==> src/fc_event_macros.svh <==
`ifndef FC_EVENT_MACROS_SVH
`define FC_EVENT_MACROS_SVH

// Core interrupt lines and ID width
`define FC_IRQ_NUM      32
`define FC_IRQ_ID_W     5

// Event FIFO geometry
`define FC_EVT_ID_W     8
`define FC_FIFO_DEPTH   4
`define FC_FIFO_PTR_W   2
`define FC_FIFO_CNT_W   3

// Interrupt line raised while the event FIFO holds entries
`define FC_FIFO_PIN     11

// Register port
`define FC_REG_ADDR_W   2
`define FC_REG_DATA_W   32
`define FC_REG_MASK     2'd0
`define FC_REG_PENDING  2'd1
`define FC_REG_CLEAR    2'd2
`define FC_REG_CTRL     2'd3

`endif

==> src/fc_irq_pkg.sv <==
`include "fc_event_macros.svh"

package fc_irq_pkg;

  // One bit per core interrupt line
  typedef logic [`FC_IRQ_NUM-1:0] irq_vec_t;

  // Interrupt number, as exchanged with the core
  typedef logic [`FC_IRQ_ID_W-1:0] irq_id_t;

  // Event ID carried by the event FIFO
  typedef logic [`FC_EVT_ID_W-1:0] evt_id_t;

endpackage

==> src/fc_core_pkg.sv <==
`include "fc_event_macros.svh"

package fc_core_pkg;

  // Register index and register word of the control port
  typedef logic [`FC_REG_ADDR_W-1:0] reg_addr_t;
  typedef logic [`FC_REG_DATA_W-1:0] reg_data_t;

  // Core clock gating state
  typedef enum logic {
    WAKE_RUN   = 1'b0,
    WAKE_SLEEP = 1'b1
  } wake_state_t;

endpackage

==> src/event_fifo.sv <==
`timescale 1ns/1ps
`include "fc_event_macros.svh"

module event_fifo (
  input  logic                clk_i,
  input  logic                rst_i,
  input  logic                push_i,
  input  fc_irq_pkg::evt_id_t push_data_i,
  input  logic                pop_i,
  output fc_irq_pkg::evt_id_t head_o,
  output logic                nempty_o,
  output logic                fulln_o
);
  import fc_irq_pkg::*;

  evt_id_t                   mem [`FC_FIFO_DEPTH];
  logic [`FC_FIFO_PTR_W-1:0] wr_ptr_q;
  logic [`FC_FIFO_PTR_W-1:0] rd_ptr_q;
  logic [`FC_FIFO_CNT_W-1:0] count_q;
  logic                      do_push;
  logic                      do_pop;

  assign nempty_o = (count_q != '0);
  assign fulln_o  = (count_q != `FC_FIFO_CNT_W'(`FC_FIFO_DEPTH));
  assign head_o   = mem[rd_ptr_q];

  // Drop pushes when full, ignore pops when empty
  assign do_push = push_i & fulln_o;
  assign do_pop  = pop_i & nempty_o;

  // Storage
  always_ff @(posedge clk_i) begin
    if (do_push) begin
      mem[wr_ptr_q] <= push_data_i;
    end
  end

  // Pointers wrap naturally since the depth is a power of two
  always_ff @(posedge clk_i) begin
    if (rst_i) begin
      wr_ptr_q <= '0;
      rd_ptr_q <= '0;
      count_q  <= '0;
    end else begin
      if (do_push) begin
        wr_ptr_q <= wr_ptr_q + `FC_FIFO_PTR_W'(1);
      end
      if (do_pop) begin
        rd_ptr_q <= rd_ptr_q + `FC_FIFO_PTR_W'(1);
      end
      case ({do_push, do_pop})
        2'b10:   count_q <= count_q + `FC_FIFO_CNT_W'(1);
        2'b01:   count_q <= count_q - `FC_FIFO_CNT_W'(1);
        default: count_q <= count_q;
      endcase
    end
  end

endmodule

==> src/irq_controller.sv <==
`timescale 1ns/1ps
`include "fc_event_macros.svh"

module irq_controller (
  input  logic                   clk_i,
  input  logic                   rst_i,
  input  fc_irq_pkg::irq_vec_t   events_i,
  input  logic                   fifo_nempty_i,
  input  fc_irq_pkg::evt_id_t    fifo_head_i,
  output logic                   fifo_pop_o,
  input  logic                   ack_i,
  input  fc_irq_pkg::irq_id_t    ack_id_i,
  input  logic                   reg_we_i,
  input  logic                   reg_re_i,
  input  fc_core_pkg::reg_addr_t reg_addr_i,
  input  fc_core_pkg::reg_data_t reg_wdata_i,
  output fc_core_pkg::reg_data_t reg_rdata_o,
  input  logic                   fetch_en_i,
  output logic                   fetch_en_o,
  output logic                   irq_req_o,
  output fc_irq_pkg::irq_id_t    irq_id_o
);
  import fc_irq_pkg::*;
  import fc_core_pkg::*;

  irq_vec_t  events_q;
  irq_vec_t  events_prev_q;
  irq_vec_t  event_edge;
  irq_vec_t  pending_q;
  irq_vec_t  pending_d;
  irq_vec_t  pending_eff;
  irq_vec_t  mask_q;
  irq_vec_t  active;
  logic      ctrl_fetch_q;
  logic      ack_fifo;
  reg_data_t rdata_d;

  //******************************
  // Event edge capture
  //******************************
  always_ff @(posedge clk_i) begin
    if (rst_i) begin
      events_q      <= '0;
      events_prev_q <= '0;
    end else begin
      events_q      <= events_i;
      events_prev_q <= events_q;
    end
  end

  assign event_edge = events_q & ~events_prev_q;

  // Acknowledge of the FIFO line pops the FIFO
  assign ack_fifo   = ack_i & (ack_id_i == irq_id_t'(`FC_FIFO_PIN));
  assign fifo_pop_o = ack_fifo;

  //******************************
  // Pending update
  //******************************
  always_comb begin
    pending_d = pending_q | event_edge;
    if (reg_we_i && reg_addr_i == `FC_REG_PENDING) begin
      pending_d = pending_d | reg_wdata_i;
    end
    // Clears win over new sets
    if (reg_we_i && reg_addr_i == `FC_REG_CLEAR) begin
      pending_d = pending_d & ~reg_wdata_i;
    end
    if (ack_i && !ack_fifo) begin
      pending_d[ack_id_i] = 1'b0;
    end
    // FIFO line is owned by the FIFO level
    pending_d[`FC_FIFO_PIN] = 1'b0;
  end

  always_comb begin
    pending_eff = pending_q;
    pending_eff[`FC_FIFO_PIN] = fifo_nempty_i;
  end

  assign active = pending_eff & mask_q;

  // Highest numbered active line wins
  always_comb begin
    irq_req_o = |active;
    irq_id_o  = '0;
    for (int i = 0; i < `FC_IRQ_NUM; i++) begin
      if (active[i]) begin
        irq_id_o = irq_id_t'(i);
      end
    end
  end

  //******************************
  // Register port
  //******************************
  always_ff @(posedge clk_i) begin
    if (rst_i) begin
      pending_q    <= '0;
      mask_q       <= '0;
      ctrl_fetch_q <= 1'b0;
    end else begin
      pending_q <= pending_d;
      if (reg_we_i) begin
        case (reg_addr_i)
          `FC_REG_MASK: mask_q       <= reg_wdata_i;
          `FC_REG_CTRL: ctrl_fetch_q <= reg_wdata_i[0];
          default:      ;
        endcase
      end
    end
  end

  always_comb begin
    case (reg_addr_i)
      `FC_REG_MASK:    rdata_d = mask_q;
      `FC_REG_PENDING: rdata_d = pending_eff;
      `FC_REG_CLEAR:   rdata_d = reg_data_t'(fifo_head_i);
      default:         rdata_d = {{(`FC_REG_DATA_W-1){1'b0}}, ctrl_fetch_q};
    endcase
  end

  // Read data lands one cycle after the strobe
  always_ff @(posedge clk_i) begin
    if (reg_re_i) begin
      reg_rdata_o <= rdata_d;
    end
  end

  assign fetch_en_o = ctrl_fetch_q & fetch_en_i;

endmodule

==> src/core_wake_ctrl.sv <==
`timescale 1ns/1ps

module core_wake_ctrl (
  input  logic                 clk_i,
  input  logic                 rst_i,
  input  logic                 irq_req_i,
  input  fc_irq_pkg::irq_id_t  irq_id_i,
  input  logic                 sleep_req_i,
  output fc_irq_pkg::irq_vec_t irq_o,
  output logic                 core_clock_en_o
);
  import fc_irq_pkg::*;
  import fc_core_pkg::*;

  irq_vec_t    irq_d;
  wake_state_t state_q;
  wake_state_t state_d;

  //******************************
  // ID back to one-hot lines
  //******************************
  always_comb begin
    irq_d = '0;
    if (irq_req_i) begin
      irq_d[irq_id_i] = 1'b1;
    end
  end

  always_ff @(posedge clk_i) begin
    if (rst_i) begin
      irq_o <= '0;
    end else begin
      irq_o <= irq_d;
    end
  end

  //******************************
  // Sleep FSM
  //******************************
  always_comb begin
    state_d = state_q;
    case (state_q)
      WAKE_RUN: begin
        // Sleep only with nothing to serve
        if (sleep_req_i && !irq_req_i) begin
          state_d = WAKE_SLEEP;
        end
      end
      WAKE_SLEEP: begin
        if (irq_req_i) begin
          state_d = WAKE_RUN;
        end
      end
      default: state_d = WAKE_RUN;
    endcase
  end

  always_ff @(posedge clk_i) begin
    if (rst_i) begin
      state_q <= WAKE_RUN;
    end else begin
      state_q <= state_d;
    end
  end

  assign core_clock_en_o = (state_q == WAKE_RUN);

endmodule

==> src/fc_event_subsystem.sv <==
`timescale 1ns/1ps

module fc_event_subsystem (
  input  logic                   clk_i,
  input  logic                   rst_i,
  input  logic                   event_fifo_valid_i,
  input  fc_irq_pkg::evt_id_t    event_fifo_data_i,
  output logic                   event_fifo_fulln_o,
  input  fc_irq_pkg::irq_vec_t   events_i,
  input  logic                   irq_ack_i,
  input  fc_irq_pkg::irq_id_t    irq_ack_id_i,
  input  logic                   sleep_req_i,
  input  logic                   fetch_en_i,
  input  logic                   reg_we_i,
  input  logic                   reg_re_i,
  input  fc_core_pkg::reg_addr_t reg_addr_i,
  input  fc_core_pkg::reg_data_t reg_wdata_i,
  output fc_core_pkg::reg_data_t reg_rdata_o,
  output fc_irq_pkg::irq_vec_t   irq_o,
  output logic                   core_clock_en_o,
  output logic                   fetch_en_o
);
  import fc_irq_pkg::*;

  logic    fifo_nempty;
  logic    fifo_pop;
  evt_id_t fifo_head;
  logic    irq_req;
  irq_id_t irq_id;

  // Input side
  event_fifo u_event_fifo (
    .clk_i       (clk_i),
    .rst_i       (rst_i),
    .push_i      (event_fifo_valid_i),
    .push_data_i (event_fifo_data_i),
    .pop_i       (fifo_pop),
    .head_o      (fifo_head),
    .nempty_o    (fifo_nempty),
    .fulln_o     (event_fifo_fulln_o)
  );

  // Pending, mask and arbitration
  irq_controller u_irq_controller (
    .clk_i         (clk_i),
    .rst_i         (rst_i),
    .events_i      (events_i),
    .fifo_nempty_i (fifo_nempty),
    .fifo_head_i   (fifo_head),
    .fifo_pop_o    (fifo_pop),
    .ack_i         (irq_ack_i),
    .ack_id_i      (irq_ack_id_i),
    .reg_we_i      (reg_we_i),
    .reg_re_i      (reg_re_i),
    .reg_addr_i    (reg_addr_i),
    .reg_wdata_i   (reg_wdata_i),
    .reg_rdata_o   (reg_rdata_o),
    .fetch_en_i    (fetch_en_i),
    .fetch_en_o    (fetch_en_o),
    .irq_req_o     (irq_req),
    .irq_id_o      (irq_id)
  );

  // Output side towards the core
  core_wake_ctrl u_core_wake_ctrl (
    .clk_i           (clk_i),
    .rst_i           (rst_i),
    .irq_req_i       (irq_req),
    .irq_id_i        (irq_id),
    .sleep_req_i     (sleep_req_i),
    .irq_o           (irq_o),
    .core_clock_en_o (core_clock_en_o)
  );

endmodule

==> config.mk <==
export PLATFORM = sky130hd
export DESIGN_NAME = fc_event_subsystem
export DESIGN_NICKNAME = d
export VERILOG_FILES = /design/src/fc_irq_pkg.sv /design/src/fc_core_pkg.sv /design/src/event_fifo.sv /design/src/irq_controller.sv /design/src/core_wake_ctrl.sv /design/src/fc_event_subsystem.sv
export VERILOG_INCLUDE_DIRS = /design/src /design/src/src
export SDC_FILE = /design/constraint.sdc
export NUM_CORES = 1
export LEC_CHECK = 0
export ABC_AREA = 1
export BUFFER_PORTS_ARGS = -buffer_cell sky130_fd_sc_hd__buf_2
export CORE_MARGIN = 2
export CORE_UTILIZATION = 35
export DETAILED_ROUTE_END_ITERATION = 6
export PLACE_DENSITY = 0.55
export SYNTH_ARGS = -nofsm -noshare
export SYNTH_HDL_FRONTEND = slang
export SYNTH_SLANG_ARGS = --single-unit
==> constraint.sdc <==
create_clock -name clk_i -period 3.61 [get_ports clk_i]
set_clock_uncertainty 0.05 [all_clocks]
set_input_delay 0.722 -clock clk_i [delete_from_list [all_inputs] [get_ports clk_i]]
set_output_delay 0.722 -clock clk_i [all_outputs]
set_load 0.02 [all_outputs]
## Yosys cells after proc, flatten, opt, wreduce, memory -nomap -nowiden

Memories as Yosys holds them, arrays and structs flattened. A register that Yosys moved wholly into a read port is not among the register bits.
Index checks and enable logic that the tools add are counted.
Widths: inputs -> output; s select.

- Register bits: 201
- RAM bits: 32
- Logic and storage cells: 105
- Memories kept: 1
- Input bits: 87
- Output and inout bits: 67

Memory list:

| name | depth | width | read ports | clocked after Yosys merged registers in | write ports | RTL line | RTL |
|---|---|---|---|---|---|---|---|
| u_event_fifo.mem | 4 | 8 | 1 | 1 | 1 | event_fifo.sv:16 | `` evt_id_t mem [`FC_FIFO_DEPTH]; `` |

- Add/subtract/negate cells: 4
- Mux-type cells: 47
- Bitwise logic cells: 15
- Magnitude comparators: 4
- Reduce and logical (&&, ||, !) cells: 15
- Eq/ne operators: 7

Operators by type and width:

| kind | number |
|---|---|
| $and 32x32->32 | 4 |
| $mux 32 | 3 |
| $not 32->32 | 3 |
| $pmux 32 s3 | 1 |
| $mux 5 | 16 |
| $or 32x32->32 | 2 |
| $mux 4 | 8 |
| $reduce_or 32->1 | 1 |
| $lt 5x6->1 const B | 2 |
| $mux 3 | 4 |
| $demux 1 s5 | 2 |
| $ge 5x1->1 const B | 2 |
| $mux 2 | 4 |
| $mux 1 | 7 |
| $eq 2x2->1 const B | 3 |
| $logic_and 1x1->1 | 6 |
| $pmux 3 s2 | 1 |
| $eq 5x4->1 const B | 1 |
| $add 2x1->2 const B | 2 |
| $and 1x1->1 | 4 |
| $eq 2x1->1 const B | 2 |
| $reduce_and 2->1 | 2 |
| $add 3x1->3 const B | 1 |
| $ne 3x3->1 const B | 1 |
| other kinds (8) | 10 |

## Depth between registers and ports, before layout

- Depth after elaboration: 37
- Gate-level depth with buffers: 34

## Modules after synthesis

From an unflattened synthesis, not the netlist that was laid out.

- Cell total of the unflattened synthesis: 1,004
- Area, all modules: 8,999.9 µm²

Modules (own cells, without submodules):

| module | cells an instance | seq. area each (µm²) | area each (µm²) | instances |
|---|---|---|---|---|
| irq_controller | 768 | 3,483.3 | 6,324.8 | 1 |
| event_fifo | 144 | 1,141.1 | 1,690.4 | 1 |
| core_wake_ctrl | 92 | 660.6 | 984.7 | 1 |

## Worst setup path after synthesis

OpenSTA, ideal clock, no wires.

- Path kind: input to register
- Start: input port irq_ack_id_i[2]
- End: register u_event_fifo.count_q[2]
- Slack: 0.899 ns
- Data required time: 3.438 ns
- Stages on the path: 11
- Setup time: 0.122 ns
- Arrival time: 2.539 ns
- Path through: clkbuf_1 nor3_1 inv_1 nor3_1 ha_1 inv_1 fa_1 a21oi_1 o21ai_0 o21ai_0 a21oi_1

- Word-level cells in the longest chain between the ends: 5
- Elaborated cells on any way between the ends: 7

RTL lines:

| item | RTL line | RTL |
|---|---|---|
| start, declared | fc_event_subsystem.sv:11 | `input fc_irq_pkg::irq_id_t irq_ack_id_i,` |
| $eq 5x4->1 (*) | irq_controller.sv:54 | `` assign ack_fifo = ack_i & (ack_id_i == irq_id_t'(`FC_FIFO_PIN)); `` |
| $and 1x1->1 (*) | irq_controller.sv:54 |  |
| $and 1x1->1 (*) | event_fifo.sv:29 | `assign do_pop = pop_i & nempty_o;` |
| via u_event_fifo.do_pop | event_fifo.sv:21 | `logic do_pop;` |
| $eq 2x1->1 or $eq 2x2->1 (tied branches) | event_fifo.sv:51 | `case ({do_push, do_pop})` |
| $pmux 3 s2 or $reduce_bool 2->1 (tied branches) | -- |  |
| end signal, assigned | event_fifo.sv:52 | `` 2'b10: count_q <= count_q + `FC_FIFO_CNT_W'(1); `` |
| end signal, assigned | event_fifo.sv:53 | `` 2'b01: count_q <= count_q - `FC_FIFO_CNT_W'(1); `` |
| end signal, assigned | event_fifo.sv:54 | `default: count_q <= count_q;` |
| end, declared | event_fifo.sv:19 | `` logic [`FC_FIFO_CNT_W-1:0] count_q; `` |

The timed path passes the listed nets; every way through them passes the cells marked *.
A chain may end at the register's enable or synchronous reset.

## Final worst setup path

- Start: input port irq_ack_i
- End: register u_event_fifo.count_q[2]

- Word-level cells in the longest chain between the ends: 4
- Elaborated cells on any way between the ends: 6

RTL lines:

| item | RTL line | RTL |
|---|---|---|
| start, declared | fc_event_subsystem.sv:10 | `input logic irq_ack_i,` |
| $and 1x1->1 (*) | irq_controller.sv:54 |  |
| $and 1x1->1 (*) | event_fifo.sv:29 |  |
| via u_event_fifo.do_pop | event_fifo.sv:21 |  |
| $eq 2x1->1 or $eq 2x2->1 (tied branches) | event_fifo.sv:51 |  |
| $pmux 3 s2 or $reduce_bool 2->1 (tied branches) | -- |  |

Marked as above.

==> metrics.txt <==
GR Util All Layers=~17%; cts bufs inserted=25; Final period util=around 73%; Die Span X=between 150 and 200 um; PnR worst setup slack=between 0.9 and 1 ns; Crit path arrival time=approximately 3 ns; Cell variety after synth=33; Logic pwr share=between 9 and 10%; Initial Util=between 30% and 40%; routability congestion estimate=0.816; Synth top area share=a little under two fifths; internal power=4.46 mW; endpoints failing setup=0; Setup TNS=0 ns; Die ar.=around 0.027 mm^2; CTS tree=yes; top sig layer=met5; Largest stage delay, worst path=0.46 ns; clock power share=41.6%; WL met3=roughly 1.9 mm; element type at the critical path end=flip-flop; DIE HEIGHT=roughly 160 um; first-pass GRT wire length=35.3 mm; Critical Path Start Type=primary input; post-route ant nets=0; Post-CTS Repair Setup Buffers=0; Seq/Total Area, Yosys=approximately three fifths; most common cell after layout, fill and taps aside=nor2_1; VDD IR max=0.321 mV; critical path type=primary input to flip-flop; Final #Nets=between 1000 and 1500; Synth area leader=dfxtp_1; Syn. warnings=0; IO Count=~150; clock root buffer=clkbuf_16; Via density=roughly 4.7; clock tree buffer depth=3; Pre-antenna DRT Iters=5; GR Overflow Total=0; most frequent cells in the layout=nor2_1, dfxtp_1, buf_2; Via Count=about 7000; largest fanout on the critical path=5; # DRC=0; Area contributors post-synth=dfxtp_1, edfxtp_1, nor2_1, inv_1, o21ai_0; wl on met1=between 10 and 15 mm; Psw=~1.5 mW; initial antenna violation count=4; clk sinks=roughly 230; Worst Path Required=a little under 4 ns; synthesis-stage register bit count=232; register share of total power=48.7%; Syn-to-layout area delta=21.4%; Slew HR=between 30% and 40%; Mapped Avg Cell Area=~9.1 um^2; WL per Instance=15.6 um; CP most frequent cell=inv_1; achievable frequency=between 0.3 and 0.4 GHz; CTS resizes=0; core area=between 0.02 and 0.03 mm^2; Fin. Hold Viols=0; vias in the first global route=~6300; status=complete, no violations; leakage=~5 nW; layout cell share with drive strength beyond 1=between 20% and 30%; Final HPWL DP=~17 mm; H-tree levels=1; Worst path slowest cell=nor3_1; Worst Max-Slew Pin Slew=about 0.91 ns; Power Dens Cells=548 mW/mm^2; largest net degree at the start of global routing=74; worst hold path class=primary input to flip-flop; syn nets=1077; Place WS=0.443 ns; I/O Buffers=152; Worst-Skew Late Latency=0.51 ns; Max-cap violations=0; met2 WL post-DR=around 9 mm; Routed WL=between 20 and 25 mm; switching share of power=around a quarter; Site Rows=just under 60; RSZ-0062 raised after global routing=no; Fillers=approximately 2600; clock slew at reported path FFs=about 0.060 ns; minimum clock period=between 2 and 3 ns; DR iter-0 viols=around 530; Syn Inst Count=roughly 1000; Hold Buf Count CTS=0; max-slew violations=0; worst path cell trace=buf_2 -> inv_1 -> nor2_1 -> inv_1 -> nor3_1 -> ha_1 -> inv_1 -> fa_1 -> a21oi_1 -> o21ai_0 -> o21ai_0 -> a21oi_1; Cell Area, Synth=about 0.009 mm^2
## registers in the layout, indices dropped and copies added, names as in the netlist, 2 cells and up, named ones only
name and flops:
u_core_wake_ctrl.irq_o 32, u_event_fifo.count_q 3, u_event_fifo.mem 32, u_event_fifo.rd_ptr_q 2
u_event_fifo.wr_ptr_q 2, u_irq_controller.events_prev_q 31, u_irq_controller.events_q 31, u_irq_controller.mask_q 32
u_irq_controller.pending_q 31, u_irq_controller.reg_rdata_o 32
## critical path: cells and delay by family
family,cells,cell delay (ns)
buf+inv,4,0.41
fa+ha+maj,2,0.61
simple gates,2,0.78
compound gates,4,0.45
## cells by family after synthesis
group | share of synthesized area, %
AOI/OAI and AO/OA | 14.5
xor gates and xnor gates | 0.0982
adders and majority gates | 0.926
buffers and inverters | 7.28
DFF | 59.2
and+or+nand+nor | 17.9
## power by group through the flow
stage	Sequential, mW	Combinational (mW)	Clock (mW)
2_1_floorplan	2.96	0.329	0
5_1_grt	2.90	0.644	2.63
3_5_place_dp	2.94	0.578	0
4_1_cts	2.89	0.580	2.52
6_report	2.89	0.576	2.47
3_3_place_gp	2.94	0.573	0
## per-stage QoR
| stage | instances | hold WS [ns] | cell area, um^2 | power, mW | util [%] |
|---|---|---|---|---|---|
| 6_report | 1484 | 0.363 | 10800 | 5.93 | 43.1 |
| 2_1_floorplan | 984 | 0.360 | 8920 | 3.29 | - |
| 5_1_grt | 1483 | 0.352 | 10800 | 6.18 | 43.1 |
| 4_1_cts | 1482 | 0.344 | 10800 | 5.99 | 43.1 |
| 3_5_place_dp | 1438 | 0.371 | 10000 | 3.52 | 40.0 |
| 3_3_place_gp | 1438 | 0.370 | 10000 | 3.51 | 40.0 |
## Yosys cell counts (all sizes together)
| cell | instances |
|---|---|
| nor2 | 216 |
| dfxtp | 168 |
| inv | 134 |
| nand2 | 117 |
| o21ai | 81 |
| edfxtp | 64 |
| clkbuf | 36 |
| a21oi | 31 |
| nand3 | 30 |
| a22o | 23 |
| a221oi | 16 |
| nor3 | 9 |
| a311oi | 8 |
| o22ai | 8 |
| o2111a | 7 |
| o32ai | 7 |
| a22oi | 6 |
| ha | 5 |
| a31oi | 4 |
| o211ai | 3 |
| buf | 2 |
| o221ai | 2 |
| a211oi | 1 |
| clkinv | 1 |
| fa | 1 |
| nand4 | 1 |
| o2111ai | 1 |
| o21bai | 1 |
| xor2 | 1 |
## routing by layer
| layer | track usage (%) | up-vias |
|---|---|---|
| met3 | 4.09 | 30 |
| met4 | 3.83 | 2 |
| met1 | 26.0 | 3171 |
| li1 | - | 3559 |
| met5 | 0 | - |
| met2 | 23.8 | 244 |
## worst paths after layout
| path | startpoint | endpoint | slack (ns) | cells past startpoint |
|---|---|---|---|---|
| worst min register to register | u_irq_controller.events_q[23] | u_irq_controller.events_prev_q[23] | 0.38 | 2 |
| worst max-delay path | irq_ack_i | u_event_fifo.count_q[2] | 0.97 | 12 |
| worst min-delay path | events_i[14] | u_irq_controller.events_q[14] | 0.36 | 3 |
| worst max register to register | u_event_fifo.count_q[2] | u_core_wake_ctrl.irq_o[5] | 1.04 | 26 |
## layout make-up
cell class	instances	area, um^2	share of cell area [%]
antenna	2	5.00	0.0462
clock buffer	32	672	6.21
clock inverter	12	119	1.10
inverter	135	507	4.68
multi-input combinational	579	2990	27.6
sequential	232	5290	48.8
tap	330	413	3.81
timing repair buffer	162	836	7.72
Note: power is estimated with default switching activity, not from simulation.
